File: src/softplus_pkg.sv
/* softplus accelerator shared definitions
   sign-magnitude fixed-point type, format constants, segment tables */
package softplus_pkg;

    localparam int FRAC_BITS  = 15;              // q8.15 magnitude
    localparam int NUM_BREAKS = 8;               // breakpoints between segments
    localparam int NUM_SEGS   = NUM_BREAKS + 1;  // 9 linear pieces
    localparam int LATENCY    = 3;               // edges from pipe x to pipe y

    typedef logic [23:0] fixed_t;                    // [23] sign, [22:0] magnitude
    typedef logic [$clog2(NUM_SEGS)-1:0] seg_idx_t;  // 0 .. 8

    localparam logic [22:0] MAG_MAX = 23'h7f_ffff;   // saturation ceiling

    // ascending, symmetric about zero
    localparam fixed_t BREAKS [NUM_BREAKS] = '{
        24'h81f1f0,     // -3.890
        24'h8123bd,     // -2.279
        24'h809de1,     // -1.233
        24'h8032aa,     // -0.396
        24'h003263,     // 0.394
        24'h009d89,     // 1.231
        24'h012443,     // 2.283
        24'h01f1df      // 3.890
    };

    localparam fixed_t SLOPES [NUM_SEGS] = '{
        24'h00009e,     // 0.0048, far left tail
        24'h000622,     // 0.0479
        24'h00135c,     // 0.1513
        24'h002796,     // 0.3093
        24'h003ff7,     // 0.4997, around zero
        24'h005859,     // 0.6902
        24'h006ca4,     // 0.8488
        24'h0079e0,     // 0.9522
        24'h007f61      // 0.9952, nearly identity
    };

    localparam fixed_t INTERCEPTS [NUM_SEGS] = '{
        24'h000500,     // 0.0391
        24'h001a75,     // 0.2067
        24'h00389a,     // 0.4422
        24'h00518c,     // 0.6371
        24'h005b33,     // 0.7125, peak at centre
        24'h005199,     // 0.6375
        24'h00389f,     // 0.4424
        24'h001a67,     // 0.2063
        24'h000500      // 0.0391
    };

endpackage
File: src/pipe_if.sv
/* bus slave to softplus pipeline link
   operand with valid pulse out, result with valid pulse back */
`timescale 1ns/1ps

interface pipe_if;
    import softplus_pkg::*;

    fixed_t x;          // operand
    logic   x_valid;    // one-cycle launch pulse
    fixed_t y;          // result
    logic   y_valid;    // pulses LATENCY edges after x_valid

    // slave side launches, pipe side answers
    modport master (output x, output x_valid, input y, input y_valid);
    modport pipe (input x, input x_valid, output y, output y_valid);

endinterface

File: src/softplus_top.sv
/* softplus accelerator top level
   Wishbone slave and softplus pipeline joined by pipe_if */
`timescale 1ns/1ps

module softplus_top (
    input  logic        clk,
    input  logic        reset,
    input  logic        wb_cyc,
    input  logic        wb_stb,
    input  logic        wb_we,
    input  logic [1:0]  wb_adr,
    input  logic [31:0] wb_dat_w,
    output logic [31:0] wb_dat_r,
    output logic        wb_ack
);

    pipe_if pif ();     // slave <-> datapath

    softplus_wb_slave u_slave (
        .clk      (clk),
        .reset    (reset),
        .wb_cyc   (wb_cyc),
        .wb_stb   (wb_stb),
        .wb_we    (wb_we),
        .wb_adr   (wb_adr),
        .wb_dat_w (wb_dat_w),
        .wb_dat_r (wb_dat_r),
        .wb_ack   (wb_ack),
        .pif      (pif.master)
    );

    softplus_pipe u_pipe (.clk(clk), .reset(reset), .pif(pif.pipe));

endmodule

File: src/softplus_wb_slave.sv
/* Wishbone classic slave for the softplus accelerator
   operand/result registers, launch FSM, single-cycle reads */
`timescale 1ns/1ps

module softplus_wb_slave (
    input  logic        clk,
    input  logic        reset,
    input  logic        wb_cyc,
    input  logic        wb_stb,
    input  logic        wb_we,
    input  logic [1:0]  wb_adr,
    input  logic [31:0] wb_dat_w,
    output logic [31:0] wb_dat_r,
    output logic        wb_ack,
    pipe_if.master      pif
);
    import softplus_pkg::*;

    typedef enum logic [1:0] {idle, wait_result, ack} state_t;

    state_t      state;
    fixed_t      operand;       // addr 0
    fixed_t      result;        // addr 1
    logic        req;           // fresh request, not the acked one
    logic [31:0] rd_data;

    assign req   = wb_cyc && wb_stb && !wb_ack;
    assign pif.x = operand;

    always_comb begin
        case (wb_adr)
            2'd0:    rd_data = {8'h00, operand};
            2'd1:    rd_data = {8'h00, result};
            default: rd_data = 32'h0;           // 2 and 3 unmapped
        endcase
    end

    always_ff @(posedge clk or posedge reset) begin
        if (reset) begin
            state       <= idle;
            operand     <= '0;
            result      <= '0;
            wb_dat_r    <= '0;
            wb_ack      <= 1'b0;
            pif.x_valid <= 1'b0;
        end else begin
            wb_ack      <= 1'b0;                // single-cycle pulses
            pif.x_valid <= 1'b0;
            case (state)
                idle: begin
                    if (req && wb_we && wb_adr == 2'd0) begin
                        operand     <= wb_dat_w[23:0];  // launch
                        pif.x_valid <= 1'b1;
                        state       <= wait_result;
                    end else if (req) begin
                        wb_ack <= 1'b1;         // reads and dead writes
                        if (!wb_we) begin
                            wb_dat_r <= rd_data;
                        end
                    end
                end
                wait_result: begin
                    if (pif.y_valid) begin
                        result <= pif.y;
                        wb_ack <= 1'b1;
                        state  <= ack;
                    end
                end
                ack:     state <= idle;         // ack is high here
                default: state <= idle;
            endcase
        end
    end

endmodule

File: src/softplus_pipe.sv
/* three-stage softplus datapath
   segment select, multiply, product/intercept register, add, valid tag */
`timescale 1ns/1ps

module softplus_pipe (
    input  logic clk,
    input  logic reset,
    pipe_if.pipe pif
);
    import softplus_pkg::*;

    fixed_t slope;          // from segment_select, 2 edges after x
    fixed_t intercept;
    fixed_t x_d1;           // operand delay line
    fixed_t x_d2;
    fixed_t product;        // comb multiply
    fixed_t product_q;      // stage 3
    fixed_t intercept_q;
    fixed_t sum;
    logic [LATENCY-1:0] vld;    // valid tag shift register

    segment_select u_select (
        .clk       (clk),
        .reset     (reset),
        .x         (pif.x),
        .slope     (slope),
        .intercept (intercept)
    );

    sm_multiply u_mul (.a(x_d2), .b(slope), .p(product));

    always_ff @(posedge clk or posedge reset) begin
        if (reset) begin
            x_d1        <= '0;
            x_d2        <= '0;
            product_q   <= '0;
            intercept_q <= '0;
            vld         <= '0;
        end else begin
            x_d1        <= pif.x;
            x_d2        <= x_d1;            // meets slope at edge 2
            product_q   <= product;         // edge 3
            intercept_q <= intercept;
            vld         <= {vld[LATENCY-2:0], pif.x_valid};
        end
    end

    sm_add u_add (.a(product_q), .b(intercept_q), .s(sum));

    assign pif.y       = sum;               // add is after the last register
    assign pif.y_valid = vld[LATENCY-1];

endmodule

File: src/sm_add.sv
/* combinational sign-magnitude fixed-point add
   same signs add with saturation, mixed signs subtract smaller from larger */
`timescale 1ns/1ps

module sm_add (
    input  softplus_pkg::fixed_t a,
    input  softplus_pkg::fixed_t b,
    output softplus_pkg::fixed_t s
);
    import softplus_pkg::*;

    logic [23:0] sum;       // magnitude sum plus carry
    logic [22:0] diff;      // larger minus smaller
    logic        a_big;     // |a| >= |b|
    logic [22:0] mag;
    logic        sign;

    assign a_big = a[22:0] >= b[22:0];
    assign sum   = {1'b0, a[22:0]} + {1'b0, b[22:0]};
    assign diff  = a_big ? (a[22:0] - b[22:0]) : (b[22:0] - a[22:0]);

    always_comb begin
        if (a[23] == b[23]) begin
            mag  = sum[23] ? MAG_MAX : sum[22:0];   // carry out -> clip
            sign = a[23];
        end else begin
            mag  = diff;
            sign = a_big ? a[23] : b[23];           // larger operand wins
        end
    end

    // equal magnitudes of opposite sign give +0
    assign s = {sign && (mag != '0), mag};

endmodule

File: src/sm_multiply.sv
/* combinational sign-magnitude fixed-point multiply
   truncating shift by the fraction width, saturating magnitude */
`timescale 1ns/1ps

module sm_multiply (
    input  softplus_pkg::fixed_t a,
    input  softplus_pkg::fixed_t b,
    output softplus_pkg::fixed_t p
);
    import softplus_pkg::*;

    logic [45:0] prod_full;     // 23 x 23 magnitude product
    logic [45:0] prod_shr;      // back to q8.15, truncated
    logic [22:0] mag;
    logic        sign;

    assign prod_full = {23'b0, a[22:0]} * {23'b0, b[22:0]};
    assign prod_shr  = prod_full >> FRAC_BITS;

    always_comb begin
        if (|prod_shr[45:23]) begin
            mag = MAG_MAX;              // clip on overflow
        end else begin
            mag = prod_shr[22:0];
        end
    end

    assign sign = a[23] ^ b[23];

    // no negative zero on the output
    assign p = {sign && (mag != '0), mag};

endmodule

File: src/segment_select.sv
/* segment selector for the softplus pipe
   breakpoint compare, registered index, registered slope/intercept lookup */
`timescale 1ns/1ps

module segment_select (
    input  logic                 clk,
    input  logic                 reset,
    input  softplus_pkg::fixed_t x,
    output softplus_pkg::fixed_t slope,
    output softplus_pkg::fixed_t intercept
);
    import softplus_pkg::*;

    seg_idx_t seg_comb;     // breakpoints strictly below x
    seg_idx_t seg_q;        // stage 1 index

    // sign-magnitude to two's complement, -0 lands on 0
    function automatic logic signed [23:0] to_int(input fixed_t v);
        logic signed [23:0] mag;
        mag = {1'b0, v[22:0]};
        return v[23] ? -mag : mag;
    endfunction

    always_comb begin
        seg_comb = '0;
        for (int i = 0; i < NUM_BREAKS; i++) begin
            if (to_int(x) > to_int(BREAKS[i])) begin  // on a break -> lower seg
                seg_comb = seg_comb + 1'b1;
            end
        end
    end

    // stage 1: index
    always_ff @(posedge clk or posedge reset) begin
        if (reset) begin
            seg_q <= '0;
        end else begin
            seg_q <= seg_comb;
        end
    end

    // stage 2: table lookup, lines up with the twice-delayed operand
    always_ff @(posedge clk or posedge reset) begin
        if (reset) begin
            slope     <= '0;
            intercept <= '0;
        end else begin
            slope     <= SLOPES[seg_q];
            intercept <= INTERCEPTS[seg_q];
        end
    end

endmodule

File: config.mk
export PLATFORM = sky130hd
export DESIGN_NAME = softplus_top
export DESIGN_NICKNAME = d
export VERILOG_FILES = /design/src/softplus_pkg.sv /design/src/pipe_if.sv /design/src/softplus_top.sv /design/src/softplus_wb_slave.sv /design/src/softplus_pipe.sv /design/src/sm_add.sv /design/src/sm_multiply.sv /design/src/segment_select.sv
export SDC_FILE = /design/constraint.sdc
export NUM_CORES = 1
export LEC_CHECK = 0
export BUFFER_PORTS_ARGS = -buffer_cell sky130_fd_sc_hd__buf_2
export CAP_MARGIN = 10
export CORE_MARGIN = 5
export CORE_UTILIZATION = 40
export CTS_CLUSTER_DIAMETER = 100
export DETAILED_ROUTE_END_ITERATION = 16
export SLEW_MARGIN = 5
export SYNTH_ARGS = -nofsm -noshare
export SYNTH_HDL_FRONTEND = slang
export SYNTH_SLANG_ARGS = --single-unit
File: constraint.sdc
create_clock -name clk -period 10.4 [get_ports clk]
set_input_delay 2.08 -clock clk [delete_from_list [all_inputs] [get_ports clk]]
set_output_delay 2.08 -clock clk [all_outputs]
set_load 0.01 [all_outputs]
==> results.md, run 1 <==
* Status: completed
* Slew headroom at just under 30%
* Met1 usage at between 20% and 30%
* Clock transition at the registers of the reported paths at about 0.080 ns
* Hold Buf Count CTS at 0
* CP delay by family, top: adder cells
* TritonRoute pass-1 iters at 6
* I/O pin cnt at 72
* Launch point of the worst path: u_pipe.u_select.slope[12]$_DFF_PP0_
* Total GRT Usage at roughly 20%
* Hold Worst Slack at 0.346 ns
* CTS tree: done
* WL/cell at 18.8 um
* Reg-to-Reg Start: u_pipe.u_select.slope[12]$_DFF_PP0_
* Post-synth cell types at 92
* Detail Route Antenna Nets at 0
* Nets at 3100
* Antenna violations before repair at 0
* Area Overhead vs Synth at 6.16%
* Tcrit/Tclk final at between 80% and 90%
* #FFs+latches synth at 195
* Synth top area share at between 20% and 30%
* EDFF count, synth at 0
* Max Cap Viol at 0
* Row count at 88
* Vias in the first global route at roughly 19000
* Seq/Total Area, Yosys at about a fifth
* Pins over their slew limit at 0
* Reg-to-Reg End: u_pipe.product_q[23]$_DFF_PP0_
* Synth top area cells: fa_1 (24%), dfrtp_1 (21%), ha_1 (12%)
* Max incr delay on CP at ~0.85 ns
* CP max stage cell: dfrtp_1
* Worst setup EP type: register
* R2r setup slk at roughly 1.7 ns
* Unrepaired setup endpoints after global routing: no
* Max FO, Critical Path at 19
* Setup CP Type: register to register
* Synth Area per Inst at slightly below 9 um^2
* CP arrival at a little over 9 ns
* CP bufs+invs at 5
* Effective utilization at floorplan at 40.3%
* Worst Setup Start Kind: register
* Vias per Instance at 5.45
* Root Driver: clkbuf_16
* Clk_skew at about 0.019 ns
* Core Util, Final at 42.8%
* GR Layer Usage met3 at ~2.5%
* Core Box Area at a little under 60000 um^2
* Die area at around 63000 um^2
* Final setup fails at 0
* Vias post-DR at around 18000
* GR Overflow Total at 0
* Fin Setup TNS at 0 ns
* Sink Count at around 200
* Final Hold Viols at 0
* Die X at 251 um
* Worst-Margin Slew at 1.07 ns
* Cell Area, Synth at approximately 23000 um^2
* DPL Wire Length at roughly 50000 um
* Post-layout min period at just under 9 ns
* Ratio of cells with drive above 1 in the final layout at roughly 6.5%
* GR Layer Usage met2 at approximately 34%
* Yosys warnings at 0
* Busiest grt layer: met2
* Die height at roughly 250 um
* Synth Instances at around 2600
* Most common cell after layout, fill and taps aside: inv_1
* Setup bufs post-CTS at 0
* TritonCTS Buffers at 17
* Ys async rst share at 100%
* H-tree Lvls at 4
* Worst skew pair latency at around 0.46 ns
* DRC violations left at 0
* F_max at between 100 and 150 MHz
* Critical Path RT at ~11 ns
* Prevailing post-synth register cell: dfrtp_1
* DRT iter0 DRCs at between 1000 and 1500
* Global-route wire length before repair at 104000 um
* Worst path most repeated cell: fa_1
* FF-to-FF path depth at 27
* Cts repair resizes at 0
* Worst path depth at 27
* Port bufs at 55
* Worst Setup EP: u_pipe.product_q[23]$_DFF_PP0_
* Commonest non-fill, non-tap cells in the layout: inv_1 (441), nand2_1 (344), fa_1 (274), ha_1 (215), dfrtp_1 (195)
* Largest net degree at the start of global routing at around 140
* Area leader, netlist: fa_1
* Hold Path Class: register to register
* Gpl congestion at approximately 0.9
* Final wirelength at roughly 63000 um
* Max Root-Sink Buffers at 2
## cell usage after synthesis, drive strengths merged (15+ instances only)
cell and n:
ha 215, o21ai 86, nand2 345, nand2b 18, nor2 107, or2 15
nor2b 17, dfrtp 195, xor2 24, clkbuf 122, mux2i 32, a211oi 16
buf 18, nand4 20, a21oi 100, fa 274, a31oi 15, o21bai 17
nand3 27, and2 127, mux2 26, o31ai 41, nor3 50, or3 17
xnor2 36, a21o 35, inv 442
## through the flow
stage          setup slack (ns)  instance area (um^2)  cells
2_1_floorplan              2.81                 23300   2624
3_3_place_gp               1.70                 24100   3318
3_5_place_dp               1.74                 24100   3318
4_1_cts                    1.70                 24700   3350
5_1_grt                    1.07                 24700   3350
6_report                   1.65                 24700   3351
## worst register-to-register path: stages, from the launching register on
cell	delay [ns]
dfrtp_1	0.85
nand2_1	0.23
fa_1	0.58
inv_1	0.05
fa_1	0.50
inv_1	0.06
fa_1	0.57
fa_1	0.44
fa_1	0.49
inv_1	0.05
fa_1	0.52
inv_1	0.06
fa_1	0.53
inv_1	0.04
ha_1	0.32
a21o_1	0.18
a21o_1	0.17
a21o_1	0.20
a2111oi_0	0.45
a21oi_1	0.27
a21bo_2	0.29
a311oi_1	0.32
xor2_1	0.23
a21boi_0	0.20
nor4bb_1	0.32
nand3b_1	0.19
nor4_1	0.33
a41oi_1	0.15
## cells by family after synthesis
logic type      share of synthesized area [%]
buf+inv                                  9.67
simple gates                             16.8
mux                                      2.64
fa+ha+maj                                35.2
flops                                    21.0
xor+xnor                                 2.39
other cells                            0.0161
compound gates                           12.3
## worst min-delay path by stage
stage,start,to,slack (ns),depth (start not counted)
final,u_pipe.x_d1[11]$_DFF_PP0_,u_pipe.x_d2[11]$_DFF_PP0_,0.35,0
after global routing,u_pipe.x_d1[22]$_DFF_PP0_,u_pipe.x_d2[22]$_DFF_PP0_,0.35,0
after CTS,u_pipe.x_d1[12]$_DFF_PP0_,u_pipe.x_d2[12]$_DFF_PP0_,0.35,0
after detailed placement,u_pipe.u_select.intercept[2]$_DFF_PP0_,u_pipe.intercept_q[2]$_DFF_PP0_,0.33,0
after global placement,u_pipe.x_d1[18]$_DFF_PP0_,u_pipe.x_d2[18]$_DFF_PP0_,0.33,0
after floorplan,u_pipe.u_select.intercept[0]$_DFF_PP0_,u_pipe.intercept_q[0]$_DFF_PP0_,0.33,0
## final cells by class
cell class,count,area [um^2]
flip-flops and latches,195,4880
clock buffers,18,439
multi-input cells,1843,16200
well taps,765,957
diodes,1,2.50
clock inverters,14,191
inverters,446,1680
fillers,5697,33000
repair buffers,69,380
## registers in the layout, summed over array words and instances, names as in the netlist
signal	cells
u_pipe.product_q	24
u_pipe.x_d1	24
u_pipe.x_d2	24
u_slave.pif.x	24
u_slave.result	24
u_slave.wb_dat_r	24
u_pipe.u_select.slope	14
u_pipe.intercept_q	13
u_pipe.u_select.intercept	13
u_pipe.u_select.seg_q	4
u_pipe.vld	3
u_slave.state	2
u_slave.pif.x_valid	1
u_slave.wb_ack	1
## per-layer routing
layer  share of wire (%)  wire (um)
met3                 5.0       3150
met5                   0          0
met2                  48      30100
met4                 2.7       1700
met1                  45      28100
Power of run 1 is left out: the tool's default activity adds up to more than one toggle a clock period on the data nets, which glitch-free logic cannot reach.
==> run 2: changes to the inputs <==
--- a/config.mk
+++ b/config.mk
@@ -5,6 +5,7 @@
 export SDC_FILE = /design/constraint.sdc
 export NUM_CORES = 1
 export LEC_CHECK = 0
+export ABC_AREA = 1
 export BUFFER_PORTS_ARGS = -buffer_cell sky130_fd_sc_hd__buf_2
 export CAP_MARGIN = 10
 export CORE_MARGIN = 5
==> constraint.sdc (replaced) <==
create_clock -name clk -period 8.1 [get_ports clk]
set_input_delay 1.62 -clock clk [delete_from_list [all_inputs] [get_ports clk]]
set_output_delay 1.62 -clock clk [all_outputs]
set_load 0.01 [all_outputs]
==> run 2 against run 1 <==
  * Utilization rose by 0.60 points
  * Register-to-register slack got worse by 1.2 ns
  * Clock skew fell by 0.0010 ns
  * Clock-buffer cell count fell by 1
  * Synthesized area rose by 1.8%
  * Die area rose by 1.7%
  * Critical path type unchanged
==> results.md, run 2 <==
* Sink Count at 195 (unchanged)
* PD cells at ~73 nW/um^2
* Worst skew pair latency at 0.44 ns (-0.02 ns)
* Max Cap Viol at 0 (unchanged)
* TritonRoute pass-1 iters at 5 (-1)
* Post-layout min period at 7.67 ns (-1.07 ns)
* Critical Path RT at 8.43 ns (-2.30 ns)
* Dpl ws at 0.509 ns (-1.24 ns)
* Area leader, netlist: fa_1
* Final setup fails at 0 (unchanged)
* Hold Path Class: register to register
* Fin Setup TNS at 0 ns (unchanged)
* #FFs+latches synth at 195 (unchanged)
* Hold Buf Count CTS at 0 (unchanged)
* Final wirelength at 63500 um (+0.78%)
* Area Overhead vs Synth at 7.78%
* Core Util, Final at 43.4% (+0.60 points)
* DPL Wire Length at 52300 um (+5.4%)
* F_max at 130 MHz (+14%)
* Hold Worst Slack at 0.346 ns (-0.000787 ns)
* H-tree Lvls at 4 (unchanged)
* Setup CP Type: register to register
* Vias post-DR at 19100 (+4.8%)
* EDFF count, synth at 0 (unchanged)
* WL/cell at 16.4 um (-13%)
* Die X at 253 um (+0.85%)
* Cell Area, Synth at 23700 um^2 (+1.8%)
* Clock transition at the registers of the reported paths at 0.07 ns (about the same)
* Port bufs at 55 (unchanged)
* Pins over their slew limit at 0 (unchanged)
* Pwr Total at 1.86 mW
* DRC violations left at 0 (unchanged)
* TritonCTS Buffers at 17 (unchanged)
* Die height at 253 um (+0.85%)
* Detail Route Antenna Nets at 0 (unchanged)
* Antenna violations before repair at 0 (unchanged)
* Most common cell after layout, fill and taps aside: nand2_1
* Seq/Total Area, Yosys at 20.6% (-0.37 points)
* Gpl congestion at 0.923 (+3.1%)
* Commonest non-fill, non-tap cells in the layout: nand2_1 (708), inv_1 (687), fa_1 (274), ha_1 (215), dfrtp_1 (192)
* Most frequent cell after synthesis: nand2_1
* Synth top area cells: fa_1 (23%), dfrtp_1 (21%), ha_1 (11%)
* Max Root-Sink Buffers at 2 (unchanged)
* Core Box Area at 58800 um^2 (+1.9%)
* Synth top area share at 23.2% (-0.41 points)
* Pleak at ~15 nW
* Tcrit/Tclk final at 94.7% (+11 points)
* Slew headroom at 27.6% (-1.2 points)
* Peak supply drop at between 0.0001 and 0.00015 V
* Die area at 64100 um^2 (+1.7%)
* Number of inserted diodes at 0 (-1)
* Vias in the first global route at 19300 (+1.1%)
* CTS tree: done
* Synth Area per Inst at 7.73 um^2 (-13%)
* Yosys warnings at 0 (unchanged)
* Largest net degree at the start of global routing at 122 (-10%)
* Worst Setup Start Kind: register
* Final Hold Viols at 0 (unchanged)
* Setup WS post-layout at 0.426 ns (-1.23 ns)
* Total GRT Usage at 20.2% (-0.11 points)
* Row count at 89 (+1.1%)
* I/O pin cnt at 72 (unchanged)
* Effective utilization at floorplan at 40.3% (-0.050 points)
* Clk_skew at 0.0176 ns (-0.00102 ns)
* CP arrival at 8.01 ns (-1.06 ns)
* Worst-Margin Slew at 1.09 ns (+0.0179 ns)
* Root Driver: clkbuf_16
* Nets at 3622 (+17%)
* GR Overflow Total at 0 (unchanged)
* Most frequent cells after synthesis: nand2_1 (708), inv_1 (688), fa_1 (274), ha_1 (215), dfrtp_1 (195)
* Ys async rst share at 100% (unchanged)
* Ratio of cells with drive above 1 in the final layout at 9.01% (+2.5 points)
* Status: completed
* Setup bufs post-CTS at 0 (unchanged)
* Vias per Instance at 4.93 (-9.5%)
* Global-route wire length before repair at 104000 um (about the same)
* DRT iter0 DRCs at 1303 (-9.1%)
* Prevailing post-synth register cell: dfrtp_1
* Max FO, Critical Path at 12 (-7)
* Worst setup EP type: register
* Unrepaired setup endpoints after global routing: no
* Post-synth cell types at 62 (-33%)
* Synth Instances at 3063 (+17%)
## run 2: cell types whose count changed in the layout (fill, tap and decap cells not counted), sizes merged, moves of 37 or more
cell	before	now
a21oi	100	160
nor2	107	200
nand3	27	132
nand2	345	740
inv	447	716
buf	69	106
o31ai	41	2
o21ai	86	132
and2	127	3
## run 2: logic make-up after synthesis
| family | count (synthesis) | synth area share [%] |
|---|---|---|
| muxes | 23 | 1.09 |
| other | 1 | 0.0158 |
| DFF | 195 | 20.6 |
| buffers and inverters | 814 | 13.2 |
| adders and majority gates | 489 | 34.5 |
| xor gates and xnor gates | 38 | 1.44 |
| AOI/OAI and AO/OA | 356 | 8.32 |
| and+or+nand+nor | 1147 | 20.8 |
## run 2: cell type report
type	instances	area, um^2
fill	6038	33300
multi-input combinational	2061	15700
sequential	195	4880
inverter	713	2680
tap	773	967
timing repair buffer	106	671
clock buffer	17	425
clock inverter	15	175
## run 2: metal layers
metal	wire (um)	GRT usage, %
met4	1040	3.87
met2	29800	33.5
met1	29300	28.9
met5	0	0
met3	3360	2.30
## run 2: where the power goes
part / internal (mW) / switching [mW]
registers: 0.973 / 0
clock network: 0.421 / 0.426
logic: 0.00733 / 0.0297
## run 2: timing repair
item,CTS,global route
setup endpoints to repair,0,1
endpoints found under the hold margin,0,0
gates resized for setup,0,4
## run 2: worst paths after layout
check | end | from | slack, ns | cells after the start
setup / recovery | u_pipe.product_q[23]$_DFF_PP0_ | u_pipe.x_d2[14]$_DFF_PP0_ | 0.43 | 27
hold / removal | u_pipe.x_d2[12]$_DFF_PP0_ | u_pipe.x_d1[12]$_DFF_PP0_ | 0.35 | 0
setup reg to reg | u_pipe.product_q[23]$_DFF_PP0_ | u_pipe.x_d2[14]$_DFF_PP0_ | 0.43 | 27
hold reg to reg | u_pipe.x_d2[12]$_DFF_PP0_ | u_pipe.x_d1[12]$_DFF_PP0_ | 0.35 | 0
max in group asynchronous | u_pipe.u_select.slope[9]$_DFF_PP0_ | reset | 5.31 | 3
min in group asynchronous | u_slave.result[22]$_DFFE_PP0P_ | reset | 1.28 | 2
## run 2: stage by stage
step / instance area (um^2) / instances
after floorplan: 23700 / 3070
after detailed placement: 24900 / 3848
after global routing: 25500 / 3880
after global placement: 24900 / 3848
after CTS: 25500 / 3880
final: 25500 / 3880
## run 2: critical path, stage by stage (launching register included)
cell and delay [ns]:
dfrtp_1 0.76, nand2_1 0.31, fa_1 0.60, inv_1 0.05
fa_1 0.49, inv_1 0.07, fa_1 0.51, fa_1 0.52
inv_1 0.05, fa_1 0.48, fa_1 0.55, inv_1 0.05
fa_1 0.56, inv_1 0.05, ha_1 0.37, a21oi_1 0.15
inv_1 0.08, a21oi_1 0.25, o211ai_1 0.26, a21oi_1 0.19
nand3_1 0.30, or2_2 0.41, nor2_1 0.09, nand2_1 0.06
nor2_1 0.11, nand2_1 0.08, nor2_1 0.11, nor2_1 0.05
No activity file was read; power rests on OpenSTA's default activity.
